## src/include/mem_params.svh

```systemverilog
// Size and address width macros for the byte-addressed data memory
`ifndef MEM_PARAMS_SVH
`define MEM_PARAMS_SVH

// Total storage in bytes
`define MEM_BYTES 32

// Low address bits that select a byte, upper bits are ignored
`define MEM_ADDR_BITS 5

// Four byte lanes, so each lane holds a quarter of the bytes
`define MEM_ROWS (`MEM_BYTES / 4)

// Row index width inside one lane
`define MEM_ROW_BITS 3

// Number of byte lanes, one per byte of a word
`define MEM_LANES 4

`endif

```

## src/source/mem_pkg.sv

```systemverilog
// Access width encoding and the word/byte union shared by the memory blocks
`default_nettype none

package mem_pkg;

   // Width field of a load or store, same encoding as the core's funct3 low bits
   typedef enum logic [1:0] {
      LEN_BYTE = 2'd0,
      LEN_HALF = 2'd1,
      LEN_WORD = 2'd2,
      // Reads as zero, writes nothing
      LEN_NONE = 2'd3
   } access_len_e;

   // One 32-bit word, seen whole or as four bytes
   // bytes[0] is the byte at the lowest address (little endian)
   typedef union packed {
      logic [31:0]       word;
      logic [3:0][7:0]   bytes;
   } mem_word_u;

endpackage

`default_nettype wire

```

## src/source/lane_bus_if.sv

```systemverilog
// Per-lane bus between store steering, a byte bank and load merging
`timescale 1ns/1ps
`default_nettype none

`include "mem_params.svh"

interface lane_bus_if;

   // Row inside the lane, used by reads and writes alike
   logic [`MEM_ROW_BITS-1:0] row;
   logic                     we;
   logic [7:0]               wdata;
   logic [7:0]               rdata;

   modport steer (
      output row,
      output we,
      output wdata
   );

   modport bank (
      input  row,
      input  we,
      input  wdata,
      output rdata
   );

   modport merge (
      input  rdata
   );

endinterface

`default_nettype wire

```

## src/source/store_lane_steer.sv

```systemverilog
// Store steering: per-lane row, write enable and byte, plus high-water mark
`timescale 1ns/1ps
`default_nettype none

`include "mem_params.svh"

module store_lane_steer (
   input  logic                       clk,
   input  logic                       rst,
   input  logic                       enable,
   input  logic                       wr,
   input  mem_pkg::access_len_e       length,
   input  logic [31:0]                addr,
   input  logic [31:0]                data_in,
   lane_bus_if.steer                  lanes [`MEM_LANES],
   output logic [`MEM_ADDR_BITS-1:0]  highest_addr
);

   logic [1:0]                offset;
   logic [`MEM_ROW_BITS-1:0]  base_row;
   logic [`MEM_ROW_BITS-1:0]  next_row;
   logic [2:0]                num_bytes;
   logic                      store_active;
   mem_pkg::mem_word_u        store_u;

   logic [`MEM_ROW_BITS-1:0]  lane_row [`MEM_LANES];
   logic                      lane_we  [`MEM_LANES];
   logic [7:0]                lane_byte [`MEM_LANES];
   logic [`MEM_ADDR_BITS-1:0] highest_next;

   // Only the low address bits matter, so everything wraps at MEM_BYTES
   assign offset   = addr[1:0];
   assign base_row = addr[`MEM_ADDR_BITS-1:2];
   assign next_row = base_row + `MEM_ROW_BITS'(1);

   assign store_u.word = data_in;

   // No lane may write while reset is asserted
   assign store_active = enable & wr & ~rst;

   // Bytes touched by the access
   always_comb begin
      case (length)
         mem_pkg::LEN_BYTE: num_bytes = 3'd1;
         mem_pkg::LEN_HALF: num_bytes = 3'd2;
         mem_pkg::LEN_WORD: num_bytes = 3'd4;
         default:           num_bytes = 3'd0;
      endcase
   end

   genvar k;
   generate
      for (k = 0; k < `MEM_LANES; k++) begin : g_lane
         logic [1:0] byte_idx;

         // Position of this lane's byte within the access
         assign byte_idx = 2'(k) - offset;

         // Lanes below the offset belong to the next row
         assign lane_row[k]  = (2'(k) < offset) ? next_row : base_row;
         assign lane_we[k]   = store_active & ({1'b0, byte_idx} < num_bytes);
         assign lane_byte[k] = store_u.bytes[byte_idx];

         assign lanes[k].row   = lane_row[k];
         assign lanes[k].we    = lane_we[k];
         assign lanes[k].wdata = lane_byte[k];
      end
   endgenerate

   // Largest byte address among this cycle's writes and the stored mark
   always_comb begin
      logic [`MEM_ADDR_BITS-1:0] cand;

      highest_next = highest_addr;
      for (int i = 0; i < `MEM_LANES; i++) begin
         cand = {lane_row[i], 2'(i)};
         if (lane_we[i] && (cand > highest_next)) begin
            highest_next = cand;
         end
      end
   end

   always_ff @(posedge clk) begin
      if (rst) begin
         highest_addr <= '0;
      end else begin
         highest_addr <= highest_next;
      end
   end

endmodule

`default_nettype wire

```

## src/source/byte_lane_bank.sv

```systemverilog
// One byte lane of storage with clocked write and combinational read
`timescale 1ns/1ps
`default_nettype none

`include "mem_params.svh"

module byte_lane_bank (
   input  logic      clk,
   input  logic      rst,
   lane_bus_if.bank  lane
);

   logic [7:0] mem [`MEM_ROWS];

   // Whole lane clears on reset so loads after reset read zero
   always_ff @(posedge clk) begin
      if (rst) begin
         for (int i = 0; i < `MEM_ROWS; i++) begin
            mem[i] <= 8'd0;
         end
      end else if (lane.we) begin
         mem[lane.row] <= lane.wdata;
      end
   end

   // Read shows the addressed row in the same cycle
   assign lane.rdata = mem[lane.row];

endmodule

`default_nettype wire

```

## src/source/load_lane_merge.sv

```systemverilog
// Load merging: lane bytes rotated into address order, then width extension
`timescale 1ns/1ps
`default_nettype none

`include "mem_params.svh"

module load_lane_merge (
   input  logic                  enable,
   input  logic                  wr,
   input  logic                  sign,
   input  mem_pkg::access_len_e  length,
   input  logic [1:0]            offset,
   lane_bus_if.merge             lanes [`MEM_LANES],
   output logic [31:0]           data_out
);

   logic [7:0]          lane_byte [`MEM_LANES];
   mem_pkg::mem_word_u  load_u;
   logic                read_active;
   logic [7:0]          low_byte;
   logic [7:0]          high_byte;

   genvar k;
   generate
      for (k = 0; k < `MEM_LANES; k++) begin : g_lane
         assign lane_byte[k] = lanes[k].rdata;
      end
   endgenerate

   // Byte at the access address lands in bytes[0]
   always_comb begin
      logic [1:0] sel;

      load_u.word = '0;
      for (int i = 0; i < `MEM_LANES; i++) begin
         sel = offset + 2'(i);
         load_u.bytes[i] = lane_byte[sel];
      end
   end

   assign read_active = enable & ~wr;
   assign low_byte    = load_u.bytes[0];
   assign high_byte   = load_u.bytes[1];

   always_comb begin
      if (!read_active) begin
         data_out = 32'd0;
      end else begin
         case (length)
            mem_pkg::LEN_BYTE: begin
               if (sign) begin
                  data_out = {{24{low_byte[7]}}, low_byte};
               end else begin
                  data_out = {24'd0, low_byte};
               end
            end
            mem_pkg::LEN_HALF: begin
               if (sign) begin
                  data_out = {{16{high_byte[7]}}, high_byte, low_byte};
               end else begin
                  data_out = {16'd0, high_byte, low_byte};
               end
            end
            mem_pkg::LEN_WORD: begin
               data_out = load_u.word;
            end
            // LEN_NONE reads as zero
            default: begin
               data_out = 32'd0;
            end
         endcase
      end
   end

endmodule

`default_nettype wire

```

## src/source/data_mem_subsystem.sv

```systemverilog
// Data memory top: store steering, four byte-lane banks and load merging
`timescale 1ns/1ps
`default_nettype none

`include "mem_params.svh"

module data_mem_subsystem (
   input  logic                       clk,
   input  logic                       rst,
   input  logic                       enable,
   input  logic                       wr,
   input  logic [1:0]                 length,
   input  logic                       sign,
   input  logic [31:0]                addr,
   input  logic [31:0]                data_in,
   output logic [31:0]                data_out,
   output logic [`MEM_ADDR_BITS-1:0]  highest_addr
);

   mem_pkg::access_len_e  len_code;
   logic [1:0]            offset;

   assign len_code = mem_pkg::access_len_e'(length);
   assign offset   = addr[1:0];

   // One bus per byte lane
   lane_bus_if lane_bus [`MEM_LANES] ();

   store_lane_steer u_steer (
      .clk          (clk),
      .rst          (rst),
      .enable       (enable),
      .wr           (wr),
      .length       (len_code),
      .addr         (addr),
      .data_in      (data_in),
      .lanes        (lane_bus),
      .highest_addr (highest_addr)
   );

   genvar k;
   generate
      for (k = 0; k < `MEM_LANES; k++) begin : g_bank
         byte_lane_bank u_bank (
            .clk  (clk),
            .rst  (rst),
            .lane (lane_bus[k])
         );
      end
   endgenerate

   load_lane_merge u_merge (
      .enable   (enable),
      .wr       (wr),
      .sign     (sign),
      .length   (len_code),
      .offset   (offset),
      .lanes    (lane_bus),
      .data_out (data_out)
   );

endmodule

`default_nettype wire

```

## config.mk

```make
export PLATFORM = sky130hd
export DESIGN_NAME = data_mem_subsystem
export DESIGN_NICKNAME = d
export VERILOG_FILES = /design/src/source/mem_pkg.sv /design/src/source/lane_bus_if.sv /design/src/source/store_lane_steer.sv /design/src/source/byte_lane_bank.sv /design/src/source/load_lane_merge.sv /design/src/source/data_mem_subsystem.sv
export VERILOG_INCLUDE_DIRS = /design/src /design/src/include
export SDC_FILE = /design/constraint.sdc
export NUM_CORES = 1
export LEC_CHECK = 0
export BUFFER_PORTS_ARGS = -buffer_cell sky130_fd_sc_hd__buf_2
export CAP_MARGIN = 20
export CELL_PAD_IN_SITES_DETAIL_PLACEMENT = 1
export CELL_PAD_IN_SITES_GLOBAL_PLACEMENT = 2
export CORE_ASPECT_RATIO = 1.1
export CORE_MARGIN = 5
export CORE_UTILIZATION = 30
export DETAILED_ROUTE_END_ITERATION = 6
export PLACE_DENSITY_LB_ADDON = 0.1
export SLEW_MARGIN = 20
export SYNTH_ARGS = -nofsm -noshare
export SYNTH_HDL_FRONTEND = slang
export SYNTH_SLANG_ARGS = --single-unit
export TNS_END_PERCENT = 10
```

## constraint.sdc

```tcl
create_clock -name clk -period 8.5 [get_ports clk]
set_clock_uncertainty 0.1 [all_clocks]
set_input_delay 0 -clock clk [delete_from_list [all_inputs] [get_ports clk]]
set_output_delay 0 -clock clk [all_outputs]
set_load 0.03 [all_outputs]
```

Yosys cells after proc, flatten, opt, wreduce, memory -nomap -nowiden. Memory sizes are Yosys's and may differ from the RTL's. Index checks and enable logic that the tools add are counted.

Register bits after elaboration: 5. Latch bits: 0. Bits in writable memories: 256. ROM bits: 0. Bits of input ports: 71. Output and inout bits: 37. Word-level logic and storage cells: 116. Memories: 4.

Memory list: g_bank[0].u_bank.mem (depth 8, bits a word 8, read ports 1, clocked after Yosys merged registers in 0, write ports 8, line byte_lane_bank.sv:13) `` logic [7:0] mem [`MEM_ROWS]; ``; g_bank[1].u_bank.mem (depth 8, bits a word 8, read ports 1, clocked after Yosys merged registers in 0, write ports 8, line byte_lane_bank.sv:13); g_bank[2].u_bank.mem (depth 8, bits a word 8, read ports 1, clocked after Yosys merged registers in 0, write ports 8, line byte_lane_bank.sv:13); g_bank[3].u_bank.mem (depth 8, bits a word 8, read ports 1, clocked after Yosys merged registers in 0, write ports 8, line byte_lane_bank.sv:13).

Add/subtract/negate cells: 8. Multipliers: 0. Divide/modulo/power cells: 0. $lt $le $gt $ge: 20. Equality and inequality tests: 2. Shift-type cells: 0. Mux-type cells: 59. Bitwise gates (word level): 13. Reductions and logical operators: 9.

Operators with widths (count): binary-select mux 8 bit (select 2 bit) (8); 2-to-1 mux 8 bit (16); 2-to-1 mux 32 bit (3); one-hot mux 32 bit (3 select lines) (1); OR reduction 8 bit (4); 2-to-1 mux 3 bit (8); greater-than comparator 5 bit (4); 2-to-1 mux 5 bit (4); 2-to-1 mux 1 bit (18); greater-or-equal comparator 3 bit (second input constant) (4); less-than comparator 2 x 3 -> 1 bit (4); less-than comparator 2 x 3 -> 1 bit (second input constant) (4); inverter 2 -> 3 bit (4); one-hot mux 3 bit (3 select lines) (1); bitwise AND 1 bit (7); adder 2 bit (second input constant) (2); logical AND 1 bit (4); less-than comparator 1 x 2 -> 1 bit (first input constant) (2); less-than comparator 2 bit (first input constant) (2); subtractor 1 x 2 -> 2 bit (first input constant) (2); subtractor 2 bit (first input constant) (2); adder 3 x 1 -> 3 bit (second input constant) (1); adder 2 x 1 -> 2 bit (second input constant) (1); == test 2 x 1 -> 1 bit (second input constant) (1); other kinds (3) (4).

Logic depth before layout (Yosys ltp).
Depth in word-level cells: 15. Gate-level depth with buffers: 40. Depth with buffers taken out: 34.

Modules after synthesis. Synthesis repeated with hierarchy kept, for this count alone.

Cell total of the unflattened synthesis: 1067. Area, all modules: 15110.7 um^2.

By module, submodules not included: byte_lane_bank at g_bank[1].u_bank ... (instances 3, cells an instance 192, area an instance 2979.1 um^2, sequential area each 1921.8 um^2); byte_lane_bank at g_bank[0].u_bank (instances 1, cells an instance 192, area an instance 2989.1 um^2, sequential area each 1921.8 um^2); store_lane_steer (instances 1, cells an instance 184, area an instance 1885.6 um^2, sequential area each 100.1 um^2); load_lane_merge (instances 1, cells an instance 115, area an instance 1298.7 um^2, sequential area each 0.0 um^2).

Worst setup path before layout. No wires, ideal clock.

Kind: input port to flip-flop. Start point: input port addr[0]. End point: register u_steer.highest_addr[2]. Library setup time: 0.096 ns. Data arrival time: 7.614 ns. Required time: 8.304 ns. Setup slack: 0.691 ns. Stages: 36. Path buffers: 5. Path through: clkbuf_1 > inv_1 > buf_1 > clkbuf_1 > ha_1 > nand2b_1 > xnor2_2 > clkinv_1 > clkbuf_1 > ha_1 > a21oi_1 > or3_4 > or2_0 > buf_2 > nor2_1 > a21oi_1 > ha_1 > a211oi_1 > a2111oi_4 > or2_2 > mux2_1 > inv_1 > ha_1 > a21o_1 > a21o_1 > o21ai_0 > nor2_1 > a21oi_2 > mux2i_1 > ha_1 > nor2b_1 > o21a_1 > o21bai_1 > a41oi_2 > or4_1 > o311ai_1.

Longest elaborated chain between the ends: 14. Elaborated cells between the ends (all ways): 32. Those cells by class: add/sub: 4; order compare: 12; mux: 8; bitwise: 4; reduce/logical: 4.

Ends and longest elaborated chain: start, declared (line data_mem_subsystem.sv:14) `input logic [31:0] addr,`; less-than comparator 1 x 2 -> 1 bit / subtractor 1 x 2 -> 2 bit (equally long branches) (line store_lane_steer.sv:60, store_lane_steer.sv:57); 2-to-1 mux 3 bit / less-than comparator 2 x 3 -> 1 bit (equally long branches) (line store_lane_steer.sv:60, store_lane_steer.sv:61); greater-than comparator 5 bit / bitwise AND 1 bit (equally long branches) (line store_lane_steer.sv:77, store_lane_steer.sv:61); logical AND 1 bit (line store_lane_steer.sv:77) `if (lane_we[i] && (cand > highest_next)) begin`; 2-to-1 mux 5 bit (line store_lane_steer.sv:77); greater-than comparator 5 bit (line store_lane_steer.sv:77); logical AND 1 bit (line store_lane_steer.sv:77); 2-to-1 mux 5 bit (line store_lane_steer.sv:77); greater-than comparator 5 bit (line store_lane_steer.sv:77); logical AND 1 bit (line store_lane_steer.sv:77); 2-to-1 mux 5 bit (line store_lane_steer.sv:77); greater-than comparator 5 bit (line store_lane_steer.sv:77); logical AND 1 bit (line store_lane_steer.sv:77); 2-to-1 mux 5 bit * (line store_lane_steer.sv:77); end signal, assigned (line store_lane_steer.sv:87) `highest_addr <= highest_next;`; end, declared (line store_lane_steer.sv:16) `` output logic [`MEM_ADDR_BITS-1:0] highest_addr ``.

Every way passes the cells marked *; elsewhere a longest branch is shown, timed or not. A chain may end at the register's enable or synchronous reset.

Worst setup path in the final report.
Start point: input port addr[3]. End point: register u_steer.highest_addr[2].

Longest elaborated chain between the ends: 14. Elaborated cells between the ends (all ways): 17. Those cells by class: add/sub: 1; order compare: 4; mux: 8; reduce/logical: 4.

Ends and longest elaborated chain: adder 3 x 1 -> 3 bit (line store_lane_steer.sv:34) `` assign next_row = base_row + `MEM_ROW_BITS'(1); ``; 2-to-1 mux 3 bit (line store_lane_steer.sv:60) `assign lane_row[k] = (2'(k) < offset) ? next_row : base_row;`; greater-than comparator 5 bit (line store_lane_steer.sv:77); logical AND 1 bit (line store_lane_steer.sv:77); 2-to-1 mux 5 bit (line store_lane_steer.sv:77); greater-than comparator 5 bit (line store_lane_steer.sv:77); logical AND 1 bit (line store_lane_steer.sv:77); 2-to-1 mux 5 bit (line store_lane_steer.sv:77); greater-than comparator 5 bit (line store_lane_steer.sv:77); logical AND 1 bit (line store_lane_steer.sv:77); 2-to-1 mux 5 bit (line store_lane_steer.sv:77); greater-than comparator 5 bit (line store_lane_steer.sv:77); logical AND 1 bit (line store_lane_steer.sv:77); 2-to-1 mux 5 bit * (line store_lane_steer.sv:77).

Marked as above.

==> impl_results.md <==
- Status: completed
- Setup bufs post-CTS: 0
- DP HPWL: 43.9 mm
- Largest area contributor in the netlist: edfxtp_1
- Ports: 108
- Vias in the first global route: 12900
- Clock-pin slew on the worst setup and hold paths: 0.06 ns
- DIE HEIGHT: 248 um
- Die ar.: 56100 um2
- Rows: 87
- Worst path most repeated cell: ha_1
- Gr ovfl total: 0
- Initial antenna violation count: 0
- WL per Instance: 27.9 um
- Antenna Nets Post-Route: 0
- Setup TNS: 0 ns
- Largest net degree at the start of global routing: 68
- Clock power share: 0.364
- Via density: 5.68
- Fin crit period: 7.51 ns
- Post-synth top area share: 0.498
- Clock Latency Late Sink: 0.58 ns
- Register area share after synthesis: 0.505
- Fmax: 133 MHz
- Die extent in x: 226 um
- Routability cong.: 0.835
- Mux contribution to synthesized area: 0.106
- Critical Path AT: 7.90 ns
- Net Count, Synth: 1599
- CTS Buffer Depth: 3
- Max Cap Viol: 0
- Internal: 0.00244 W
- TritonRoute pass-1 iters: 5
- Net total in the final layout: 1656
- Fillers: 5710
- RSZ-0062 raised after global routing: false
- Post-synth top flop: edfxtp_1
- Sw Ratio: 0.306
- Slowest CP cell: dlygate4sd3_1
- CTS sink cnt: 261
- Simple-gate share of the synthesized area: 0.194
- CTS tree: built
- P&R area growth vs syn: 14.1%
- Total CTS buffers: 31
- Comb pwr share: 0.201
- CP startpoint kind: input pin
- Drt total wl: 62.8 mm
- Max transition margin: 0.251
- Synth Register Bits: 261
- Worst EP required: 8.88 ns
- Most common library cell in the layout ignoring fill and taps: nor2_1
- HP Class: in -> reg
- Synth Area in Compound Gates: 0.145
- Post-Synthesis Cells: 1510
- Synthesis Warnings: 0
- Post-synth EDFFs: 256
- PwrDens: 199 nW/um2
- Gr usage total: 0.218
- Worst-margin pin slew: 1.12 ns
- Top cells by area, synth: edfxtp_1 50%, nor2_1 6.5%, mux2i_1 4.3%
- Critical Setup Path Class: in -> reg
- First-pass GRT wire length: 90.4 mm
- CP peak stage delay: 0.53 ns
- Worst Setup End Kind: register
- Post-synth cell types: 82
- DRT iter0 DRCs: 1023
- Layout cell share with drive strength beyond 1: 0.163
- Final Hold Slack: 0.0147 ns
- N_diodes: 0
- DRC: 0
- Psw: 0.00107 W
- H-tree depth: 1
- PortBufs: 80
- Asr flop ratio synth: 0
- Max rail drop VDD: 0.143 mV
- Most frequent cells in the layout: 267 x nor2_1, 256 x edfxtp_1, 146 x nand2_1
- Leakage: 6.50 nW
- Adder-Cell Fraction of Synth Area: 0.0146
- Flop pwr share: 0.435
- Finish-stage setup viols: 0
- Largest family of logic cells by synthesized area: simple AND/OR/NAND/NOR gates
- CTS root buffer: clkbuf_16
- Vias: 12800
- Core Box Area: 51100 um2
- Worst-path maximum fanout: 24
- Xor/xnor share of the synthesized area: 0.00446
- Synth Area per Inst: 10.2 um2
- Initial Util: 0.302
- Synthesized area: 15400 um2
- Slew Limit Fails: 0
- Final Hold Viols: 0
- Tcrit/Tclk final: 0.884
[sequential cells by signal, indices dropped and copies added (netlist names)]
| register | flops |
|---|---|
| g_bank.u_bank.mem | 256 |
| u_steer.highest_addr | 5 |
[cells in the mapped netlist, drive strengths merged (14+ instances only)]
master / count
nor2: 268
edfxtp: 256
nand2: 146
clkbuf: 70
mux2i: 66
a21oi: 55
and3: 54
mux2: 52
o21ai: 52
nand2b: 51
o22ai: 38
buf: 34
nor2b: 33
nand3: 24
a31oi: 22
nor3: 22
o221ai: 21
ha: 18
mux4: 17
inv: 15
a21o: 14
[cells by family after synthesis]
| family | Yosys count |
|---|---|
| xor gates and xnor gates | 7 |
| muxes | 135 |
| DFF | 261 |
| AOI/OAI and AO/OA | 320 |
| and+or+nand+nor | 646 |
| adders and majority gates | 18 |
| buffers and inverters | 123 |
[power groups by stage]
stage	registers, W	clock network [W]	logic (W)
final	0.00152	0.00128	0.000705
after global routing	0.00153	0.00136	0.000755
after CTS	0.00152	0.00131	0.000705
after detailed placement	0.00155	0	0.000700
after global placement	0.00155	0	0.000694
after floorplan	0.00154	0	0.000420
[metrics by stage]
stage / area [um2] / setup slack [ns] / total power (W) / std cells / utilization
final: 17600 / 0.987 / 0.00351 / 2256 / 0.345
after global routing: 17600 / 0.404 / 0.00365 / 2256 / 0.345
after CTS: 17600 / 1.03 / 0.00353 / 2256 / 0.345
after detailed placement: 16600 / 0.740 / 0.00225 / 2194 / 0.325
after global placement: 16600 / 0.948 / 0.00224 / 2194 / 0.325
after floorplan: 15400 / 0.691 / 0.00196 / 1510 / -
[final timing paths]
| path | slack, ns | end | cells after the start | startpoint |
|---|---|---|---|---|
| max reg2reg | 1.22 | u_steer.highest_addr[2] | 28 | u_steer.highest_addr[3] |
| max | 0.99 | u_steer.highest_addr[2] | 33 | addr[3] |
| min reg2reg | 0.57 | u_steer.highest_addr[1] | 2 | u_steer.highest_addr[1] |
| min | 0.01 | g_bank[0].u_bank.mem[5][2] | 6 | data_in[2] |
[critical path, delay by kind of cell]
family,cells,cell delay [ns]
adders and majority gates,4,1.10
muxes,3,0.83
and+or+nand+nor,7,1.78
buffers and inverters,6,1.36
AOI/OAI and AO/OA,13,2.82
[what timing repair did]
item                      CTS  global route
hold endpoints to repair    8             0
hold buffers                7             0
resized for setup           0             0
[layout make-up]
type | count | area (um2) | area share
sequential | 261 | 7790 | 0.442
multi-input combinational | 1126 | 7190 | 0.408
tap | 667 | 835 | 0.0474
clock buffer | 37 | 798 | 0.0453
timing repair buffer | 128 | 778 | 0.0442
clock inverter | 18 | 153 | 0.00867
inverter | 19 | 71.3 | 0.00405
[per-layer routing]
| layer | vias to the layer above | track usage | routed length [um] |
|---|---|---|---|
| met2 | 405 | 0.349 | 28700 |
| li1 | 5760 | - | - |
| met5 | - | 0 | 0 |
| met4 | 0 | 0.0469 | 1330 |
| met3 | 63 | 0.0352 | 3670 |
| met1 | 6582 | 0.312 | 29200 |
Power figures use the tool's default switching activity.
